## src/ppc_pkg.sv

```systemverilog
package ppc_pkg;

	localparam int xlen = 32;
	localparam int gpr_count = 32;

	typedef logic [$clog2(gpr_count)-1:0] reg_idx_t;
	typedef logic [xlen-1:0] word_t;
	typedef logic [0:31] instr_t; // bit 0 is the msb

	// start bit of each instruction field
	localparam int f_opcd = 0;
	localparam int f_rt = 6; // rT and rS share this slot
	localparam int f_ra = 11;
	localparam int f_rb = 16;
	localparam int f_imm = 16;
	localparam int f_sh = 16;
	localparam int f_mb = 21;
	localparam int f_me = 26;
	localparam int f_oe = 21;
	localparam int f_xo = 22; // 9 bit xo, covers X and XO forms here
	localparam int f_rc = 31;

	localparam logic [5:0] op_addi = 6'd14;
	localparam logic [5:0] op_addis = 6'd15;
	localparam logic [5:0] op_ori = 6'd24;
	localparam logic [5:0] op_andi_rc = 6'd28;
	localparam logic [5:0] op_rlwinm = 6'd21;
	localparam logic [5:0] op_x = 6'd31;

	localparam logic [8:0] xo_add = 9'd266;
	localparam logic [8:0] xo_subf = 9'd40;
	localparam logic [8:0] xo_and = 9'd28;
	localparam logic [8:0] xo_or = 9'd444;
	localparam logic [8:0] xo_xor = 9'd316;

	// forwarding source select
	localparam logic [1:0] fwd_rf = 2'd0;
	localparam logic [1:0] fwd_m = 2'd1;
	localparam logic [1:0] fwd_w = 2'd2;

	typedef enum logic [2:0] {
		add,
		sub,
		and_op,
		or_op,
		xor_op,
		rotl_mask
	} alu_op_e;

	typedef enum logic [1:0] {
		gpr_rb,
		imm_signed,
		imm_shifted, // imm << 16
		imm_zero
	} b_sel_e;

	typedef struct packed {
		alu_op_e alu_op;
		b_sel_e b_sel;
		logic a_zero; // rA of 0 reads as literal 0
		logic a_is_rs;
		logic wr_en;
		reg_idx_t wr_idx;
		logic rc;
		logic oe;
		logic [4:0] sh;
		logic [4:0] mb;
		logic [4:0] me;
	} ctrl_t;

	typedef struct packed {
		logic lt;
		logic gt;
		logic eq;
		logic so;
	} cr0_t;

	typedef struct packed {
		logic valid;
		logic wr_en;
		reg_idx_t wr_idx;
		word_t value;
		logic cr0_wr;
		cr0_t cr0;
	} retire_t;

endpackage
```

## src/ppc_alu.sv

```systemverilog
module ppc_alu (
	input  ppc_pkg::word_t a,
	input  ppc_pkg::word_t b,
	input  ppc_pkg::ctrl_t ctrl,
	input  logic so_in,
	output ppc_pkg::word_t result,
	output ppc_pkg::cr0_t cr0,
	output logic ov
);

	localparam int msb = ppc_pkg::xlen - 1;

	ppc_pkg::word_t sum;
	ppc_pkg::word_t diff;
	ppc_pkg::word_t rot;
	ppc_pkg::word_t mask_lo;
	ppc_pkg::word_t mask_hi;
	ppc_pkg::word_t mask;
	logic [2*ppc_pkg::xlen-1:0] rot_dbl;

	assign sum = a + b;
	assign diff = b - a; // subf is rB - rA

	assign rot_dbl = {a, a} << ctrl.sh;
	assign rot = rot_dbl[2*ppc_pkg::xlen-1 -: ppc_pkg::xlen];

	// mb and me count from the msb
	assign mask_lo = {ppc_pkg::xlen{1'b1}} >> ctrl.mb;
	assign mask_hi = ~({1'b0, {msb{1'b1}}} >> ctrl.me);
	assign mask = (ctrl.mb <= ctrl.me) ? (mask_lo & mask_hi)
		: (mask_lo | mask_hi); // wrapped mask

	always_comb begin
		ov = 1'b0;
		case (ctrl.alu_op)
			ppc_pkg::add: begin
				result = sum;
				ov = (a[msb] == b[msb]) && (sum[msb] != a[msb]);
			end
			ppc_pkg::sub: begin
				result = diff;
				ov = (a[msb] != b[msb]) && (diff[msb] != b[msb]);
			end
			ppc_pkg::and_op: result = a & b;
			ppc_pkg::or_op: result = a | b;
			ppc_pkg::xor_op: result = a ^ b;
			ppc_pkg::rotl_mask: result = rot & mask;
			default: result = '0;
		endcase
	end

	always_comb begin
		cr0.eq = (result == '0);
		cr0.lt = result[msb]; // signed compare with 0
		cr0.gt = !result[msb] && !cr0.eq;
		cr0.so = so_in | (ctrl.oe & ov);
	end

endmodule

```

## src/ppc_bypass.sv

```systemverilog
module ppc_bypass (
	input  ppc_pkg::reg_idx_t e_ra,
	input  ppc_pkg::reg_idx_t e_rb,
	input  ppc_pkg::reg_idx_t e_rs,
	input  logic m_wr_en,
	input  logic w_wr_en,
	input  ppc_pkg::reg_idx_t m_idx,
	input  ppc_pkg::reg_idx_t w_idx,
	output logic [1:0] sel_a,
	output logic [1:0] sel_b,
	output logic [1:0] sel_s
);

	// youngest producer wins
	function automatic logic [1:0] pick(
		input ppc_pkg::reg_idx_t src,
		input logic m_en,
		input ppc_pkg::reg_idx_t m_dst,
		input logic w_en,
		input ppc_pkg::reg_idx_t w_dst
	);
		if (m_en && m_dst == src) begin
			return ppc_pkg::fwd_m;
		end
		if (w_en && w_dst == src) begin
			return ppc_pkg::fwd_w;
		end
		return ppc_pkg::fwd_rf;
	endfunction

	assign sel_a = pick(e_ra, m_wr_en, m_idx, w_wr_en, w_idx);
	assign sel_b = pick(e_rb, m_wr_en, m_idx, w_wr_en, w_idx);
	assign sel_s = pick(e_rs, m_wr_en, m_idx, w_wr_en, w_idx);

endmodule

```

## src/ppc_core.sv

```systemverilog
module ppc_core (
	input  logic clk,
	input  logic rst_n,
	input  logic instr_valid,
	input  ppc_pkg::instr_t instr,
	output ppc_pkg::retire_t retire
);

	logic d_valid;
	ppc_pkg::instr_t d_instr;
	ppc_pkg::ctrl_t d_ctrl;
	ppc_pkg::reg_idx_t d_ra;
	ppc_pkg::reg_idx_t d_rb;
	ppc_pkg::reg_idx_t d_rs;
	ppc_pkg::word_t d_rd_s;
	ppc_pkg::word_t d_rd_a;
	ppc_pkg::word_t d_rd_b;

	logic e_valid;
	ppc_pkg::ctrl_t e_ctrl;
	ppc_pkg::reg_idx_t e_ra;
	ppc_pkg::reg_idx_t e_rb;
	ppc_pkg::reg_idx_t e_rs;
	logic [15:0] e_imm;
	ppc_pkg::word_t e_rd_s;
	ppc_pkg::word_t e_rd_a;
	ppc_pkg::word_t e_rd_b;

	logic [1:0] sel_a;
	logic [1:0] sel_b;
	logic [1:0] sel_s;
	ppc_pkg::word_t fwd_a;
	ppc_pkg::word_t fwd_b;
	ppc_pkg::word_t fwd_s;
	ppc_pkg::word_t op_a;
	ppc_pkg::word_t op_b;

	ppc_pkg::word_t alu_result;
	ppc_pkg::cr0_t alu_cr0;
	logic alu_ov;
	logic xer_so;

	ppc_pkg::retire_t m_rec;
	ppc_pkg::retire_t w_rec;

	function automatic ppc_pkg::word_t fwd_mux(
		input logic [1:0] sel,
		input ppc_pkg::word_t rd,
		input ppc_pkg::word_t m_val,
		input ppc_pkg::word_t w_val
	);
		case (sel)
			ppc_pkg::fwd_m: return m_val;
			ppc_pkg::fwd_w: return w_val;
			default: return rd;
		endcase
	endfunction

	ppc_decode i_ppc_decode (
		.instr(d_instr),
		.valid(d_valid),
		.ctrl(d_ctrl),
		.ra(d_ra),
		.rb(d_rb),
		.rs(d_rs)
	);

	ppc_gpr i_ppc_gpr (
		.clk(clk),
		.rst_n(rst_n),
		.raddr1(d_rs),
		.raddr2(d_ra),
		.raddr3(d_rb),
		.rd1(d_rd_s),
		.rd2(d_rd_a),
		.rd3(d_rd_b),
		.wr_en(w_rec.wr_en),
		.waddr(w_rec.wr_idx),
		.wdata(w_rec.value)
	);

	ppc_bypass i_ppc_bypass (
		.e_ra(e_ra),
		.e_rb(e_rb),
		.e_rs(e_rs),
		.m_wr_en(m_rec.wr_en),
		.w_wr_en(w_rec.wr_en),
		.m_idx(m_rec.wr_idx),
		.w_idx(w_rec.wr_idx),
		.sel_a(sel_a),
		.sel_b(sel_b),
		.sel_s(sel_s)
	);

	ppc_alu i_ppc_alu (
		.a(op_a),
		.b(op_b),
		.ctrl(e_ctrl),
		.so_in(xer_so),
		.result(alu_result),
		.cr0(alu_cr0),
		.ov(alu_ov)
	);

	always_ff @(posedge clk or negedge rst_n) begin
		if (!rst_n) begin
			d_valid <= 1'b0;
		end else begin
			d_valid <= instr_valid;
		end
	end

	always_ff @(posedge clk) begin
		d_instr <= instr;
	end

	always_ff @(posedge clk or negedge rst_n) begin
		if (!rst_n) begin
			e_valid <= 1'b0;
			e_ctrl <= '0;
		end else begin
			e_valid <= d_valid;
			e_ctrl <= d_ctrl; // decode already idles invalid slots
		end
	end

	always_ff @(posedge clk) begin
		e_ra <= d_ra;
		e_rb <= d_rb;
		e_rs <= d_rs;
		e_imm <= d_instr[ppc_pkg::f_imm +: 16];
		e_rd_s <= d_rd_s;
		e_rd_a <= d_rd_a;
		e_rd_b <= d_rd_b;
	end

	assign fwd_a = fwd_mux(sel_a, e_rd_a, m_rec.value, w_rec.value);
	assign fwd_b = fwd_mux(sel_b, e_rd_b, m_rec.value, w_rec.value);
	assign fwd_s = fwd_mux(sel_s, e_rd_s, m_rec.value, w_rec.value);

	assign op_a = e_ctrl.a_zero ? '0 : (e_ctrl.a_is_rs ? fwd_s : fwd_a);

	always_comb begin
		case (e_ctrl.b_sel)
			ppc_pkg::gpr_rb: op_b = fwd_b;
			ppc_pkg::imm_signed: op_b = {{16{e_imm[15]}}, e_imm};
			ppc_pkg::imm_shifted: op_b = {e_imm, 16'h0000};
			default: op_b = {16'h0000, e_imm};
		endcase
	end

	// sticky summary overflow
	always_ff @(posedge clk or negedge rst_n) begin
		if (!rst_n) begin
			xer_so <= 1'b0;
		end else if (e_valid && e_ctrl.oe && alu_ov) begin
			xer_so <= 1'b1;
		end
	end

	always_ff @(posedge clk or negedge rst_n) begin
		if (!rst_n) begin
			m_rec <= '0;
		end else begin
			m_rec.valid <= e_valid;
			m_rec.wr_en <= e_valid & e_ctrl.wr_en;
			m_rec.wr_idx <= e_ctrl.wr_idx;
			m_rec.value <= alu_result;
			m_rec.cr0_wr <= e_valid & e_ctrl.rc;
			m_rec.cr0 <= alu_cr0;
		end
	end

	always_ff @(posedge clk or negedge rst_n) begin
		if (!rst_n) begin
			w_rec <= '0;
		end else begin
			w_rec <= m_rec;
		end
	end

	assign retire = w_rec; // gpr write lands on the next edge

endmodule

```

## src/ppc_decode.sv

```systemverilog
module ppc_decode (
	input  ppc_pkg::instr_t instr,
	input  logic valid,
	output ppc_pkg::ctrl_t ctrl,
	output ppc_pkg::reg_idx_t ra,
	output ppc_pkg::reg_idx_t rb,
	output ppc_pkg::reg_idx_t rs
);

	logic [5:0] opcd;
	logic [8:0] xo;
	logic rc_bit;
	logic oe_bit;

	assign opcd = instr[ppc_pkg::f_opcd +: 6];
	assign xo = instr[ppc_pkg::f_xo +: 9];
	assign rc_bit = instr[ppc_pkg::f_rc];
	assign oe_bit = instr[ppc_pkg::f_oe];

	assign rs = instr[ppc_pkg::f_rt +: 5]; // also rT
	assign ra = instr[ppc_pkg::f_ra +: 5];
	assign rb = instr[ppc_pkg::f_rb +: 5];

	always_comb begin
		// unknown or idle slot computes 0 & imm and writes nothing
		ctrl = '0;
		ctrl.alu_op = ppc_pkg::and_op;
		ctrl.b_sel = ppc_pkg::imm_zero;
		ctrl.a_zero = 1'b1;
		ctrl.sh = instr[ppc_pkg::f_sh +: 5];
		ctrl.mb = instr[ppc_pkg::f_mb +: 5];
		ctrl.me = instr[ppc_pkg::f_me +: 5];
		if (valid) begin
			case (opcd)
				ppc_pkg::op_addi, ppc_pkg::op_addis: begin
					ctrl.alu_op = ppc_pkg::add;
					ctrl.b_sel = (opcd == ppc_pkg::op_addis) ? ppc_pkg::imm_shifted
						: ppc_pkg::imm_signed;
					ctrl.a_zero = (ra == '0);
					ctrl.wr_en = 1'b1;
					ctrl.wr_idx = rs;
				end
				ppc_pkg::op_ori, ppc_pkg::op_andi_rc: begin
					ctrl.alu_op = (opcd == ppc_pkg::op_ori) ? ppc_pkg::or_op : ppc_pkg::and_op;
					ctrl.a_zero = 1'b0;
					ctrl.a_is_rs = 1'b1;
					ctrl.wr_en = 1'b1;
					ctrl.wr_idx = ra;
					ctrl.rc = (opcd == ppc_pkg::op_andi_rc); // andi. always records
				end
				ppc_pkg::op_rlwinm: begin
					ctrl.alu_op = ppc_pkg::rotl_mask;
					ctrl.a_zero = 1'b0;
					ctrl.a_is_rs = 1'b1;
					ctrl.wr_en = 1'b1;
					ctrl.wr_idx = ra;
					ctrl.rc = rc_bit;
				end
				ppc_pkg::op_x: begin
					ctrl.b_sel = ppc_pkg::gpr_rb;
					ctrl.a_zero = 1'b0;
					ctrl.rc = rc_bit;
					ctrl.wr_en = 1'b1;
					case (xo)
						ppc_pkg::xo_add, ppc_pkg::xo_subf: begin
							ctrl.alu_op = (xo == ppc_pkg::xo_add) ? ppc_pkg::add : ppc_pkg::sub;
							ctrl.oe = oe_bit;
							ctrl.wr_idx = rs;
						end
						ppc_pkg::xo_and, ppc_pkg::xo_or, ppc_pkg::xo_xor: begin
							ctrl.alu_op = (xo == ppc_pkg::xo_and) ? ppc_pkg::and_op
								: (xo == ppc_pkg::xo_or) ? ppc_pkg::or_op : ppc_pkg::xor_op;
							ctrl.a_is_rs = 1'b1;
							ctrl.wr_idx = ra;
						end
						default: begin
							ctrl.rc = 1'b0;
							ctrl.wr_en = 1'b0;
							ctrl.a_zero = 1'b1;
							ctrl.b_sel = ppc_pkg::imm_zero;
						end
					endcase
				end
				default: ;
			endcase
		end
	end

endmodule

```

## src/ppc_gpr.sv

```systemverilog
module ppc_gpr (
	input  logic clk,
	input  logic rst_n,
	input  ppc_pkg::reg_idx_t raddr1,
	input  ppc_pkg::reg_idx_t raddr2,
	input  ppc_pkg::reg_idx_t raddr3,
	output ppc_pkg::word_t rd1,
	output ppc_pkg::word_t rd2,
	output ppc_pkg::word_t rd3,
	input  logic wr_en,
	input  ppc_pkg::reg_idx_t waddr,
	input  ppc_pkg::word_t wdata
);

	ppc_pkg::word_t regs [ppc_pkg::gpr_count];

	// same-cycle write shows up on the read
	function automatic ppc_pkg::word_t read_port(input ppc_pkg::reg_idx_t addr);
		if (wr_en && waddr == addr) begin
			return wdata;
		end
		return regs[addr];
	endfunction

	always_ff @(posedge clk or negedge rst_n) begin
		if (!rst_n) begin
			for (int i = 0; i < ppc_pkg::gpr_count; i++) begin
				regs[i] <= '0;
			end
		end else if (wr_en) begin
			regs[waddr] <= wdata;
		end
	end

	always_comb begin
		rd1 = read_port(raddr1);
		rd2 = read_port(raddr2);
		rd3 = read_port(raddr3);
	end

endmodule

```

## config.mk

```make
export PLATFORM = sky130hd
export DESIGN_NAME = ppc_core
export DESIGN_NICKNAME = d
export VERILOG_FILES = /design/src/ppc_pkg.sv /design/src/ppc_alu.sv /design/src/ppc_bypass.sv /design/src/ppc_core.sv /design/src/ppc_decode.sv /design/src/ppc_gpr.sv
export SDC_FILE = /design/constraint.sdc
export NUM_CORES = 2
export LEC_CHECK = 0
export BUFFER_PORTS_ARGS = -buffer_cell sky130_fd_sc_hd__buf_2
export CAP_MARGIN = 5
export CORE_ASPECT_RATIO = 0.6
export CORE_MARGIN = 2
export CORE_UTILIZATION = 40
export CTS_BUF_LIST = sky130_fd_sc_hd__clkbuf_2 sky130_fd_sc_hd__clkbuf_4 sky130_fd_sc_hd__clkbuf_8
export DETAILED_ROUTE_END_ITERATION = 16
export PLACE_DENSITY = 0.6
export SYNTH_ARGS = -nofsm -noshare
export SYNTH_HDL_FRONTEND = slang
export SYNTH_SLANG_ARGS = --single-unit
```

## constraint.sdc

```tcl
create_clock -name clk -period 5.7 [get_ports clk]
set_input_delay 0.57 -clock clk [delete_from_list [all_inputs] [get_ports clk]]
set_output_delay 0.57 -clock clk [all_outputs]
set_load 0.02 [all_outputs]
```

======== Yosys cells after proc, flatten, opt, wreduce, memory -nomap -nowiden ========
Index checks and enable logic that the tools add are counted.
operators by class
  add/subtract/negate cells ............... 2
  shift-type cells ........................ 3
  muxes and demuxes ....................... 71
  magnitude comparators ................... 6
  reduce and logical (&&, ||, !) cells .... 27
  bitwise operators ....................... 15
  eq/ne operators ......................... 37
operator list
  kind                   count
  $bwmux 1024            1
  $mux 32                16
  $bmux 32 s5            3
  $pmux 32 s2            3
  $pmux 32 s6            1
  $demux 32 s5           1
  $and 32x32->32         3
  $pmux 32 s3            1
  $or 32x32->32          2
  $shl 64x5->64          1
  $eq 5x5->1             9
  $add 32x32->32         1
  $logic_not 32->1       1
  $not 32->32            1
  $shr 31x5->32 const A  1
  $shr 32x5->32 const A  1
  $sub 32x32->32         1
  $xor 32x32->32         1
  $eq 9x9->1 const B     3
  $mux 2                 13
  $eq 6x5->1 const B     4
  $ge 6x6->1 const B     4
  $not 5->6              4
  $mux 1                 19
  other kinds (31)       66
word-level totals
  register bits after elaboration ......... 1304
  output and inout port bits .............. 44
  logic and storage cells ................. 233

======== Longest topological paths before layout ========
  depth after elaboration ................. 16
  mapped depth ............................ 25
  depth with buffers taken out ............ 22

======== Cells and area by module ========
A second synthesis with hierarchy kept.
second synthesis, totals
  cells, all modules ...................... 6378
  area total of the unflattened synthesis .. 82575.4 um^2
modules (own cells, without submodules)
  module      cells each  area each (um^2)  times used
  ppc_gpr     4173        63012.9           1
  ppc_alu     1338        9354.0            1
  ppc_core    710         9137.5            1
  ppc_decode  112         695.7             1
  ppc_bypass  45          375.4             1

======== Worst setup path after synthesis ========
No wires, ideal clock.
  kind .................................... register to register
  from .................................... reg w_rec (netlist bit retire[42])
  to ...................................... reg m_rec[1] (netlist name)
  required time ........................... 5633 ps
  setup slack ............................. -470 ps
  cell stages (with the launch flop) ...... 25
  arrival ................................. 6103 ps
  buffers on the path ..................... 5
  library setup time ...................... 67 ps
  path through ............................ dfrtp_1 > buf_2 > buf_1 > clkbuf_1 > and3_1 > clkbuf_1 > buf_1 > mux2i_1 > a21oi_1 > a22o_1 > ha_1 > fa_1 > a21oi_1 > o221ai_1 > and2_1 > a2111oi_1 > o31a_1 > o21ai_1 > nand2_1 > a22oi_1 > or4_4 > nor3_2 > or4bb_1 > nor4_1 > and3b_1
RTL lines
  element                 RTL line         source
  start, declared         ppc_core.sv:44   ppc_pkg::retire_t w_rec;
  start signal, assigned  ppc_core.sv:178  w_rec <= m_rec;
  end, declared           ppc_core.sv:43   ppc_pkg::retire_t m_rec;

==> reports/summary.txt <==
Max Root-Sink Buffers - 4
final setup fails - 5
Slew Viols, Final - 0
Initial Util - 40.2%
met3 usage - 12.8%
setup slack after layout - -0.277 ns
top cells by area, synth - dfrtp_1 (34%), mux4_2 (26%), mux2_2 (14%)
post-synth top area cell - dfrtp_1
area grow syn2layout - 19.3%
register area - 0.0318 mm^2
post-synthesis mux area share - 42.1%
R2R cell count - 27
reg2reg start - retire[41]
Compound-Gate Fraction of Synth Area - 8.81%
Peak VDD IR - 0.146 mV
Hold Worst Slack - 0.197 ns
Final min period - 5.98 ns
Worst Setup SP - retire[41]
clk root buf - clkbuf_8
post-synthesis adder-cell area fraction - 1.76%
RePlAce Congestion - 1.05
DIE AREA - 0.213 mm^2
Core ar. - 0.209 mm^2
clk slew on worst S/H paths - 0.07 ns
Post-synth EDFFs - 0
largest family of logic cells by synthesized area - multiplexers
Worst Clk Skew - 0.0760 ns
Seq/Total Area, Yosys - 37.8%
post-synth top area share - 34.1%
met2 Track Usage GR - 47.2%
Final Cycle Share - 105%
Yosys Warn Count - 0
Filler cells - 18400
Avg Inst Size Synth - 13.0 um^2
routed wire length - 374000 um
first-pass GRT wire length - 525000 um
post-synthesis cell area - 0.0838 mm^2
FF+latch count, synth - 1297
Vias - 67200
largest net degree at the start of global routing - 173
area of the multi-input gates - 0.0509 mm^2
Worst-Skew Late Latency - 0.97 ns
reg2reg setup slack - -0.28 ns
simple logic cell fraction of the synthesized area - 5.09%
worst-margin pin slew - 1.34 ns
RSZ-0062 raised after global routing - true
worst reg2reg endpoint - m_rec[1]
Core Rows - 130
initial antenna violation count - 16
top post-synthesis cells by count - dfrtp_1 (1143), mux2_2 (1026), mux4_2 (974)
post-place setup slack - -0.899 ns
static leakage - 43.0 nW
Max-Cap Viols - 0
Post-Syn Instances - 6467
Total GRT Usage - 34.8%
CP Capture Type - flip-flop
relative slew slack - 10.5%
share of post-route cells with drive strength above 1 - 52.0%
H-tree depth - 4
Die Wd - 595 um
CTS tree - yes
Final ANT Viol Nets - 0
vias per cell - 6.72
Post-Synth XOR/XNOR Area - 0.712%
status - complete, but fails checks
Die Y - 359 um
crit path to - m_rec[1]
CP required - 6.54 ns
Critical Path AT - 6.82 ns
pwr/cell area - 204 mW/mm^2
number of I/O port buffers - 78
WS Path Type - reg2reg
HPWL after DPL - 261000 um
Hold Path Class - in2async
CTS Sinks - 1297
vias in the first global route - 66000
DRC Markers - 0
io pins - 79
Hold Fails Final Rpt - 0
fmax - 167 MHz
Startpoint Class - flip-flop
average wire per standard cell - 37.5 um
layer with the highest usage - met1
total gr overflow - 0
FFs w/ async S/R, synth - 88.1%
Yosys cell types - 100
Mapped Nets - 6604
nets - 7192
failing checks - setup timing
drt first pass iters - 6
Top FF cell, synth - dfrtp_1
most frequent cell after synthesis - dfrtp_1
total CTS buffers - 211
Iteration-0 DRC Markers - 8881
met1 Use GR - 51.9%
crit-path max FO - 6
registers in the layout (all words and copies together), names as in the netlist:
register        cells
d_instr            32
d_valid             1
e_ctrl             30
e_imm              16
e_ra                5
e_rd_a             32
e_rd_b             32
e_rd_s             32
e_rs                5
e_valid             1
i_ppc_gpr.regs   1024
m_rec              43
retire             43
xer_so              1
where the power goes:
group	switching, mW	internal [mW]	leakage [nW]	total [mW]
Clock	4.15	4.94	2.42	9.09
Sequential	0.188	9.24	17.1	9.42
Combinational	1.20	0.707	23.4	1.91
layer usage:
metal	routed length (um)	share of wire, %	vias to the layer above
li1	-	-	26700
met1	163000	44	35500
met2	150000	40	4250
met3	49600	13	735
met4	11400	3.0	20
met5	514	0.14	-
layout by cell type (no fill, tap or decap), drive strengths merged, types with 49 or more instances in the layout:
master / instances
inv: 110
nor2: 278
buf: 1025
a31oi: 49
o21ai: 282
dfxtp: 154
nand3: 91
o22ai: 50
a211oi: 70
a21oi: 183
a22oi: 55
nor3: 101
nand2: 269
mux2i: 175
dfrtp: 1143
clkbuf: 326
mux2: 1026
ha: 100
mux4: 974
timing repair:
item / CTS / global route
resized for setup: 256 / 115
setup endpoints to repair: 13 / 7
setup buffers: 34 / 19
pin swaps: 76 / 80
hold buffers: 34 / 0
cloned: 5 / 0
endpoints found under the hold margin: 85 / 0
critical path, stage by stage, from the launching register on:
cell and delay [ns]:
dfrtp_2 0.48, buf_4 0.18, xor2_1 0.23, buf_6 0.21, buf_4 0.19, nor2_1 0.06, a22oi_1 0.24, a211oi_2 0.15
nor2_4 0.28, nor2_4 0.07, buf_6 0.14, ha_4 0.24, buf_4 0.15, a21oi_1 0.30, o22ai_4 0.18, o2111ai_4 0.31
a41o_1 0.28, o31a_1 0.20, nand2_1 0.09, buf_4 0.14, a31o_2 0.23, a21oi_1 0.23, xnor2_1 0.16, o221a_2 0.24
o21ai_1 0.22, nor4_4 0.29, buf_4 0.16, and3b_1 0.18
area by class of cell:
class	instances	share of cell area [%]
diodes	11	0.0275
clock buffers	326	4.11
clock inverters	43	0.453
inverters	112	0.423
multi-input cells	4371	50.9
flip-flops and latches	1297	31.8
well taps	2772	3.47
repair buffers	1062	8.88
how the worst min path moves through the flow:
stage / slack [ns] / start / end
6_report: 0.20 / rst_n / i_ppc_gpr.regs[617]
3_5_place_dp: 0.34 / m_rec[0] / retire[0]
4_1_cts: 0.19 / rst_n / i_ppc_gpr.regs[617]
3_3_place_gp: 0.34 / m_rec[4] / retire[4]
5_1_grt: 0.23 / rst_n / i_ppc_gpr.regs[617]
2_1_floorplan: 0.27 / rst_n / d_valid
logic make-up after synthesis:
kind of cell | count (synthesis)
xor+xnor | 63
compound gates | 1094
mux | 2175
fa+ha+maj | 120
simple gates | 919
flops | 1297
buf+inv | 799
through the flow:
stage	total power [mW]	instances	TNS (ns)	instance area (um^2)	util (%)
final	20.4	9994	-0.591	100000	47.9
after global routing	21.0	9985	-1.16	100000	47.9
after CTS	20.5	9967	-0.261	99300	47.6
after detailed placement	11.4	9527	-4.66	92700	44.4
after global placement	11.4	9527	-4.01	92700	44.4
after floorplan	10.4	6467	0	83800	-
Note: power is estimated with default switching activity, not from simulation.
